$ cat config.mk
export PLATFORM = sky130hd
export DESIGN_NAME = boardDisplay
export DESIGN_NICKNAME = d
export VERILOG_FILES = /design/src/hdl/boardVgaPkg.sv /design/src/hdl/vgaTiming.sv /design/src/hdl/videoAlignDelay.sv /design/src/hdl/glyphRom.sv /design/src/hdl/boardRegs.sv /design/src/hdl/boardPixelGen.sv /design/src/hdl/boardDisplay.sv
export VERILOG_INCLUDE_DIRS = /design/src /design/src/hdl
export SDC_FILE = /design/constraint.sdc
export NUM_CORES = 1
export LEC_CHECK = 0
export ABC_AREA = 1
export BUFFER_PORTS_ARGS = -buffer_cell sky130_fd_sc_hd__buf_4
export CORE_MARGIN = 2
export CORE_UTILIZATION = 35
export DETAILED_ROUTE_END_ITERATION = 16
export PLACE_DENSITY_LB_ADDON = 0.1
export SYNTH_ARGS = -nofsm -noshare
export SYNTH_HDL_FRONTEND = slang
export SYNTH_SLANG_ARGS = --single-unit
$ cat constraint.sdc
create_clock -name Clock -period 6.2 [get_ports Clock]
set_input_delay 0.62 -clock Clock [delete_from_list [all_inputs] [get_ports Clock]]
set_output_delay 0.62 -clock Clock [all_outputs]
set_load 0.01 [all_outputs]
$ cat src/hdl/boardVga_macros.svh
`ifndef BOARDVGA_MACROS_SVH
`define BOARDVGA_MACROS_SVH

// 640x480 at 60 Hz, 25 MHz pixel clock.
`define H_ACTIVE 640
`define H_FRONT 16
`define H_SYNC 96
`define H_TOTAL 800
`define V_ACTIVE 480
`define V_FRONT 10
`define V_SYNC 2
`define V_TOTAL 525

// Board of 3x3 cells.
`define BOARD_X0 128
`define BOARD_Y0 48
`define CELL_SIZE 128

`define GLYPH_MARGIN 16
`define X_STROKE 8
`define O_RIN 36
`define O_ROUT 44
`define CURSOR_W 4

`define ADDR_CELL0 8'h00
`define ADDR_CURSOR 8'h24

`endif

$ cat src/hdl/boardVgaPkg.sv
`default_nettype none

package boardVgaPkg;

   typedef enum logic [1:0]
   {
      empty = 2'd0,
      x = 2'd1,
      o = 2'd2
   } symbolT;

   typedef logic [2:0] colorT; // {R, G, B}.

   localparam colorT black = 3'd0;
   localparam colorT blue = 3'd1;
   localparam colorT green = 3'd2;
   localparam colorT white = 3'd7;

   typedef struct packed
   {
      logic [9:0] col;
      logic [9:0] row;
   } pixelPosT;

   typedef struct packed
   {
      logic hSync; // Active low.
      logic vSync; // Active low.
      logic displayOn;
   } videoSyncT;

   localparam videoSyncT syncIdle = '{hSync: 1'b1, vSync: 1'b1, displayOn: 1'b0};

   typedef symbolT [8:0] boardT; // Row-major, cell 0 top left.

   // Packs as pwdata[4:0] of the cursor register.
   typedef struct packed
   {
      logic valid;
      logic [1:0] cellY;
      logic [1:0] cellX;
   } cursorT;

   typedef struct packed
   {
      logic psel;
      logic penable;
      logic pwrite;
      logic [7:0] paddr;
      logic [31:0] pwdata;
   } apbReqT;

   typedef struct packed
   {
      logic pready;
      logic pslverr;
      logic [31:0] prdata;
   } apbRspT;

endpackage

`default_nettype wire

$ cat src/hdl/vgaTiming.sv
`timescale 1ns/1ps
`default_nettype none
`include "boardVga_macros.svh"

module vgaTiming
(
   input wire Clock,
   input wire arstN,
   output boardVgaPkg::pixelPosT pos,
   output boardVgaPkg::videoSyncT sync
);

   logic [9:0] colCnt;
   logic [9:0] rowCnt;
   logic colWrap;
   boardVgaPkg::videoSyncT syncNext;

   assign colWrap = (colCnt == 10'(`H_TOTAL - 1));

   always_ff @(posedge Clock or negedge arstN)
   begin
      if (!arstN)
      begin
         colCnt <= '0;
         rowCnt <= '0;
      end
      else
      begin
         colCnt <= colWrap ? '0 : colCnt + 10'd1;
         if (colWrap)
         begin
            rowCnt <= (rowCnt == 10'(`V_TOTAL - 1)) ? '0 : rowCnt + 10'd1;
         end
      end
   end

   // Sync windows for the pixel the counters point at.
   always_comb
   begin
      syncNext.hSync = !((colCnt >= 10'(`H_ACTIVE + `H_FRONT)) &&
                         (colCnt < 10'(`H_ACTIVE + `H_FRONT + `H_SYNC)));
      syncNext.vSync = !((rowCnt >= 10'(`V_ACTIVE + `V_FRONT)) &&
                         (rowCnt < 10'(`V_ACTIVE + `V_FRONT + `V_SYNC)));
      syncNext.displayOn = (colCnt < 10'(`H_ACTIVE)) && (rowCnt < 10'(`V_ACTIVE));
   end

   always_ff @(posedge Clock or negedge arstN)
   begin
      if (!arstN)
      begin
         pos <= '0;
         sync <= boardVgaPkg::syncIdle;
      end
      else
      begin
         pos <= '{col: colCnt, row: rowCnt};
         sync <= syncNext;
      end
   end

   // Horizontal sync pulse sits wholly in blanking.
   assert property (@(posedge Clock) disable iff (!arstN)
      !(!sync.hSync && sync.displayOn));

endmodule

`default_nettype wire

$ cat src/hdl/videoAlignDelay.sv
`timescale 1ns/1ps
`default_nettype none

module videoAlignDelay
#(
   parameter type payloadT = logic,
   parameter int DEPTH = 2,
   parameter payloadT ResetValue = '0
)
(
   input wire Clock,
   input wire arstN,
   input wire payloadT din,
   output payloadT dout
);

   payloadT stages [DEPTH];

   always_ff @(posedge Clock or negedge arstN)
   begin
      if (!arstN)
      begin
         for (int i = 0; i < DEPTH; i++)
         begin
            stages[i] <= ResetValue;
         end
      end
      else
      begin
         stages[0] <= din;
         for (int i = 1; i < DEPTH; i++)
         begin
            stages[i] <= stages[i-1];
         end
      end
   end

   assign dout = stages[DEPTH-1];

endmodule

`default_nettype wire

$ cat src/hdl/glyphRom.sv
`timescale 1ns/1ps
`default_nettype none
`include "boardVga_macros.svh"

module glyphRom
(
   input wire Clock,
   input wire arstN,
   input wire boardVgaPkg::pixelPosT localPos, // Cell-local, 0 to CELL_SIZE-1.
   output logic xPixel,
   output logic oPixel
);

   int c;
   int r;
   int diag;
   int anti;
   int dist2;
   logic inMargin;
   logic xHit;
   logic oHit;

   always_comb
   begin
      c = int'(localPos.col);
      r = int'(localPos.row);
      inMargin = (c >= `GLYPH_MARGIN) && (c <= `CELL_SIZE - 1 - `GLYPH_MARGIN) &&
                 (r >= `GLYPH_MARGIN) && (r <= `CELL_SIZE - 1 - `GLYPH_MARGIN);
      diag = c - r;
      anti = c + r - (`CELL_SIZE - 1);
      xHit = ((diag > -`X_STROKE) && (diag < `X_STROKE)) ||
             ((anti > -`X_STROKE) && (anti < `X_STROKE));
      // Ring around the cell centre.
      dist2 = (c - `CELL_SIZE/2) * (c - `CELL_SIZE/2) +
              (r - `CELL_SIZE/2) * (r - `CELL_SIZE/2);
      oHit = (dist2 >= `O_RIN * `O_RIN) && (dist2 < `O_ROUT * `O_ROUT);
   end

   always_ff @(posedge Clock or negedge arstN)
   begin
      if (!arstN)
      begin
         xPixel <= 1'b0;
         oPixel <= 1'b0;
      end
      else
      begin
         xPixel <= inMargin && xHit;
         oPixel <= inMargin && oHit;
      end
   end

endmodule

`default_nettype wire

$ cat src/hdl/boardRegs.sv
`timescale 1ns/1ps
`default_nettype none
`include "boardVga_macros.svh"

module boardRegs
(
   input wire Clock,
   input wire arstN,
   input wire boardVgaPkg::apbReqT apbReq,
   output boardVgaPkg::apbRspT apbRsp,
   output boardVgaPkg::boardT board,
   output boardVgaPkg::cursorT cursor
);

   logic access;
   logic isCell;
   logic isCursor;
   logic [7:0] cellOffset;
   logic [3:0] cellIdx;
   boardVgaPkg::symbolT wrSym;

   assign access = apbReq.psel && apbReq.penable;
   assign cellOffset = apbReq.paddr - `ADDR_CELL0;
   assign cellIdx = cellOffset[5:2];
   assign isCell = (apbReq.paddr >= `ADDR_CELL0) && (cellOffset <= 8'h20) &&
                   (cellOffset[1:0] == 2'b00);
   assign isCursor = (apbReq.paddr == `ADDR_CURSOR);
   assign wrSym = (apbReq.pwdata[1:0] == 2'd3) ? boardVgaPkg::empty :
                  boardVgaPkg::symbolT'(apbReq.pwdata[1:0]);

   always_ff @(posedge Clock or negedge arstN)
   begin
      if (!arstN)
      begin
         board <= {9{boardVgaPkg::empty}};
         cursor <= '0;
      end
      else if (access && apbReq.pwrite)
      begin
         if (isCell)
            board[cellIdx] <= wrSym;
         else if (isCursor)
            cursor <= boardVgaPkg::cursorT'(apbReq.pwdata[4:0]);
      end
   end

   always_comb
   begin
      apbRsp.pready = 1'b1; // No wait states.
      apbRsp.pslverr = access && apbReq.pwrite && !(isCell || isCursor);
      apbRsp.prdata = '0;
      if (access && !apbReq.pwrite)
      begin
         if (isCell)
            apbRsp.prdata = {30'd0, board[cellIdx]};
         else if (isCursor)
            apbRsp.prdata = {27'd0, cursor};
      end
   end

   assert property (@(posedge Clock) disable iff (!arstN)
      (apbReq.psel && apbReq.penable) |-> $stable(apbReq.paddr));

   assert property (@(posedge Clock) disable iff (!arstN)
      !(apbReq.penable && !apbReq.psel));

endmodule

`default_nettype wire

$ cat src/hdl/boardPixelGen.sv
`timescale 1ns/1ps
`default_nettype none
`include "boardVga_macros.svh"

module boardPixelGen
(
   input wire Clock,
   input wire arstN,
   input wire boardVgaPkg::pixelPosT pos,
   input wire boardVgaPkg::boardT board,
   input wire boardVgaPkg::cursorT cursor,
   output boardVgaPkg::colorT color
);

   logic inBoard;
   logic [9:0] boardCol;
   logic [9:0] boardRow;
   logic [1:0] cellX;
   logic [1:0] cellY;
   logic [3:0] cellIdx;
   logic [6:0] localCol;
   logic [6:0] localRow;
   logic onEdge;
   logic onCursor;
   boardVgaPkg::pixelPosT localPos;
   boardVgaPkg::symbolT sym;
   logic xPixel;
   logic oPixel;
   logic inBoardQ;
   logic cursorQ;
   boardVgaPkg::symbolT symQ;
   logic glyphOn;

   assign inBoard = (pos.col >= 10'(`BOARD_X0)) && (pos.col < 10'(`BOARD_X0 + 3*`CELL_SIZE)) &&
                    (pos.row >= 10'(`BOARD_Y0)) && (pos.row < 10'(`BOARD_Y0 + 3*`CELL_SIZE));
   assign boardCol = pos.col - 10'(`BOARD_X0);
   assign boardRow = pos.row - 10'(`BOARD_Y0);
   assign cellX = boardCol[8:7];
   assign cellY = boardRow[8:7];
   assign cellIdx = {2'b00, cellY} * 4'd3 + {2'b00, cellX};
   assign localCol = boardCol[6:0];
   assign localRow = boardRow[6:0];
   assign localPos = '{col: {3'b000, localCol}, row: {3'b000, localRow}};

   always_comb
   begin
      sym = boardVgaPkg::empty;
      if (inBoard)
         sym = board[cellIdx];
   end

   assign onEdge = (localCol < 7'(`CURSOR_W)) || (localCol >= 7'(`CELL_SIZE - `CURSOR_W)) ||
                   (localRow < 7'(`CURSOR_W)) || (localRow >= 7'(`CELL_SIZE - `CURSOR_W));
   // Cursor coordinate 3 never matches a cell inside the board.
   assign onCursor = inBoard && cursor.valid && onEdge &&
                     (cursor.cellX == cellX) && (cursor.cellY == cellY);

   glyphRom glyphRom_inst
   (
      .Clock(Clock),
      .arstN(arstN),
      .localPos(localPos),
      .xPixel(xPixel),
      .oPixel(oPixel)
   );

   always_ff @(posedge Clock or negedge arstN)
   begin
      if (!arstN)
      begin
         inBoardQ <= 1'b0;
         cursorQ <= 1'b0;
         symQ <= boardVgaPkg::empty;
      end
      else
      begin
         inBoardQ <= inBoard;
         cursorQ <= onCursor;
         symQ <= sym;
      end
   end

   assign glyphOn = ((symQ == boardVgaPkg::x) && xPixel) ||
                    ((symQ == boardVgaPkg::o) && oPixel);

   always_ff @(posedge Clock or negedge arstN)
   begin
      if (!arstN)
         color <= boardVgaPkg::black;
      else if (!inBoardQ)
         color <= boardVgaPkg::black;
      else if (cursorQ)
         color <= boardVgaPkg::green;
      else if (glyphOn)
         color <= boardVgaPkg::blue;
      else
         color <= boardVgaPkg::white;
   end

endmodule

`default_nettype wire

$ cat src/hdl/boardDisplay.sv
`timescale 1ns/1ps
`default_nettype none

module boardDisplay
(
   input wire Clock,
   input wire arstN,
   input wire boardVgaPkg::apbReqT apbReq,
   output boardVgaPkg::apbRspT apbRsp,
   output boardVgaPkg::colorT vgaColor,
   output logic hSync,
   output logic vSync
);

   boardVgaPkg::pixelPosT pos;
   boardVgaPkg::videoSyncT sync;
   boardVgaPkg::videoSyncT syncAligned;
   boardVgaPkg::boardT board;
   boardVgaPkg::cursorT cursor;

   vgaTiming vgaTiming_inst
   (
      .Clock(Clock),
      .arstN(arstN),
      .pos(pos),
      .sync(sync)
   );

   boardRegs boardRegs_inst
   (
      .Clock(Clock),
      .arstN(arstN),
      .apbReq(apbReq),
      .apbRsp(apbRsp),
      .board(board),
      .cursor(cursor)
   );

   boardPixelGen boardPixelGen_inst
   (
      .Clock(Clock),
      .arstN(arstN),
      .pos(pos),
      .board(board),
      .cursor(cursor),
      .color(vgaColor)
   );

   // Matches the two-cycle pixel pipeline.
   videoAlignDelay #(
      .payloadT(boardVgaPkg::videoSyncT),
      .DEPTH(2),
      .ResetValue(boardVgaPkg::syncIdle)
   ) videoAlignDelay_inst
   (
      .Clock(Clock),
      .arstN(arstN),
      .din(sync),
      .dout(syncAligned)
   );

   assign hSync = syncAligned.hSync;
   assign vSync = syncAligned.vSync;

endmodule

`default_nettype wire

==> impl_metrics.env <==
export IMPL_internal_power_mw=0.9177
export IMPL_synthDistinctLibCells=58
export IMPL_clkPwrFrac=0.514
export IMPL_antenna_found_initial=0
export IMPL_path_max_fanout=6
export IMPL_synth_area_leaders="fa_1 (23%), dfrtp_1 (19%), inv_1 (11%), ha_1 (11%), nand2_1 (8.7%)"
export IMPL_viasPerCell=4.518
export IMPL_swShare=0.2020
export IMPL_p_leak_nw=5.636
export IMPL_startpoint_type="flip-flop"
export IMPL_seqPwrFrac=0.445
export IMPL_final_area_mm2=0.01035
export IMPL_setup_slack_ns=0.3466
export IMPL_diodes=0
export IMPL_numClockSinks=78
export IMPL_path_cells="ha_2 -> inv_1 -> nand2_2 -> nand2_4 -> nor2_2 -> fa_1 -> inv_1 -> fa_1 -> inv_1 -> fa_1 -> fa_1 -> fa_1 -> inv_1 -> fa_1 -> inv_1 -> ha_4 -> nand2_1 -> nor2_1 -> nand3_1 -> nand4_1 -> nand3_1 -> nor2_1 -> nand4_1 -> nor2_2"
export IMPL_synth_compound_area_frac=0.06881
export IMPL_crit_type="flip-flop to flip-flop"
export IMPL_finalWirelength_mm=20.50
export IMPL_max_vdd_ir_drop_mv=0.1429
export IMPL_synth_fa_ha_area_frac=0.3375
export IMPL_cts_buffers=9
export IMPL_die_h_um=166.9
export IMPL_grt_pass1_vias=6964
export IMPL_muxShareOfSynthArea=0
export IMPL_status="completed"
export IMPL_rsz0062_at_grt="no"
export IMPL_placementRows=59
export IMPL_drv_cap=0
export IMPL_drv_slew=0
export IMPL_first_iter_violations=333
export IMPL_finalClockSkew_ns=0.007923
export IMPL_yosysTopAreaCellShare=0.2284
export IMPL_fin_tns_setup_ns=0
export IMPL_initial_utilization=0.3566
export IMPL_end_kind="flip-flop"
export IMPL_synth_largest_area_cell="fa_1"
export IMPL_hold_violations=0
export IMPL_synth_xor_area_frac=0.02357
export IMPL_period_share=0.9441
export IMPL_layout_commonest_cell="inv_1"
export IMPL_synth_top_family_by_area="adder cells"
export IMPL_dieArea_mm2=0.02787
export IMPL_area_growth_syn_to_layout_pct=11.41
export IMPL_cpMaxStageDelayCell="fa_1"
export IMPL_power_total_mw=1.150
export IMPL_yosys_area_share_simple=0.2142
export IMPL_h_tree_depth=3
export IMPL_path_clk_slew_ns=0.06
export IMPL_ys_seq_area_frac=0.2109
export IMPL_die_w_um=166.9
export IMPL_dpl_instance_area_mm2=0.009931
export IMPL_first_pass_iters=6
export IMPL_io_buffers=28
export IMPL_track_usage=0.1534
export IMPL_worst_pin_slew_ns=0.9689
export IMPL_ioPinCount=84
export IMPL_final_cell_mix="inv_1 (269), nand2_1 (213), fa_1 (106)"
export IMPL_syn_area_mm2=0.009291
export IMPL_cp_data_arrival_time_ns=6.10
export IMPL_cts_tree="done"
export IMPL_period_minus_slack_ns=5.853
export IMPL_num_vias=7034
export IMPL_drc=0
export IMPL_gp_congestion=0.8339
export IMPL_ys_ff_latch=78
export IMPL_coreArea_mm2=0.02606
export IMPL_root_buffer="clkbuf_16"
export IMPL_layout_drive_gt1_share=0.1113
export IMPL_dp_hpwl_mm=17.43
export IMPL_insertion_delay_ns=0.33
export IMPL_cts_buffer_depth=2
export IMPL_relSlewSlack=0.3541
export IMPL_ant_nets=0
export IMPL_worst_path_most_repeated_cell="fa_1"
export IMPL_nets=1449
export IMPL_postCtsHoldBufs=0
export IMPL_post_synth_inst_count=1165
export IMPL_power_per_cell_area_mw_per_mm2=111.1
export IMPL_grt_pass1_wl_mm=35.17
export IMPL_syn_area_per_cell_um2=7.975
export IMPL_max_stage_delay_ns=0.58
export IMPL_grt_ovfl_total=0
export IMPL_cp_required_ns=6.45
export IMPL_ys_warnings_count=0
export IMPL_combinationalPowerShare=0.041
export IMPL_grt_max_degree=79
export IMPL_fmax_mhz=170.8
export IMPL_p_switching_mw=0.2322
export IMPL_place_ws_ns=0.07524
export IMPL_worstHoldPathType="flip-flop to flip-flop"
export IMPL_setup_viol=0
export IMPL_route_detailed_wl_per_inst_um=13.17
[cell usage after synthesis (all sizes together)]
cell type,instances
a21o,3
a211oi,3
nor4,1
a221oi,1
o221a,1
a211o,1
o2111ai,1
a2bb2oi,1
nor3,16
xor2,18
ha,81
o21a,1
buf,35
nand2,221
o221ai,2
nand3,64
a31oi,2
conb,2
o22ai,5
a21boi,2
a31o,1
dfstp,6
inv,278
nor2,107
and3,1
clkinv,1
nor3b,2
nand3b,6
xnor2,7
nand4,15
clkbuf,9
nand2b,1
o311ai,2
fa,106
o21ai,44
o21bai,1
or2,6
a21oi,39
dfrtp,72
[cell type report]
type                            instances  area (µm²)
Tap cell                              335       419.2
Multi-Input combinational cell        790        6137
Sequential cell                        78        1962
Clock inverter                          5       107.6
Fill cell                            2717       15710
Clock buffer                           11       232.7
Inverter                              279        1050
Timing Repair Buffer                   59       442.9
[sequential cells by signal (all words and copies together), names as in the netlist, 2 cells and up]
signal,flops
boardPixelGen_inst.color,3
boardPixelGen_inst.symQ,2
boardRegs_inst.board,18
boardRegs_inst.cursor,5
vgaTiming_inst.colCnt,10
vgaTiming_inst.pos,20
vgaTiming_inst.rowCnt,10
vgaTiming_inst.sync,2
videoAlignDelay_inst.dout,2
videoAlignDelay_inst.stages,2
[worst paths after layout]
check / startpoint / depth (start not counted) / slack (ns) / end
worst min register to register: vgaTiming_inst.sync[2] / 0 / 0.35 / videoAlignDelay_inst.stages[5]
worst max-delay path: vgaTiming_inst.pos[5] / 24 / 0.35 / boardPixelGen_inst.glyphRom_inst.oPixel
worst min-delay path: vgaTiming_inst.sync[2] / 0 / 0.35 / videoAlignDelay_inst.stages[5]
min in group asynchronous: arstN / 1 / 0.42 / boardRegs_inst.cursor[4]
worst max register to register: vgaTiming_inst.pos[5] / 24 / 0.35 / boardPixelGen_inst.glyphRom_inst.oPixel
max in group asynchronous: arstN / 1 / 5.07 / vgaTiming_inst.pos[5]
[metal layers]
metal,GRT usage,part of all wire
met1,0.2382,0.52
met2,0.2347,0.45
met3,0.02044,0.029
met4,0.01574,0.0027
met5,0,0
[cells by family (layout without fill, tap and decap cells)]
group / after synthesis / count (layout)
fa+ha+maj: 187 / 187
simple gates: 440 / 440
flops: 78 / 78
other cells: 2 / 28
buf+inv: 323 / 354
xor+xnor: 25 / 25
compound gates: 110 / 110
[timing repair]
| item | CTS | global route |
|---|---|---|
| endpoints found under the setup margin | 0 | 1 |
| resized for setup | 0 | 17 |
| buffers inserted | 0 | 4 |
[metrics by stage]
stage          std cells  utilization  hold WS (ns)
4_1_cts             1553       0.3942        0.3562
5_1_grt             1557       0.3972        0.3608
3_3_place_gp        1537       0.3811        0.3472
6_report            1557       0.3972        0.3517
2_1_floorplan       1191            -        0.3244
3_5_place_dp        1537       0.3811        0.3487
[power groups by stage]
stage / Combinational, mW / Clock [mW] / Sequential, mW
after floorplan: 0.0357 / 0 / 0.520
after global placement: 0.0480 / 0 / 0.520
after detailed placement: 0.0480 / 0 / 0.520
final: 0.0472 / 0.592 / 0.511
after global routing: 0.0540 / 0.635 / 0.511
after CTS: 0.0481 / 0.611 / 0.511
[critical path, delay by kind of cell, from the launching register on]
family	cells	cell delay, ns
flops	1	0.44
simple gates	11	1.30
buf+inv	5	0.32
fa+ha+maj	8	3.71
Power figures use the tool's default switching activity.
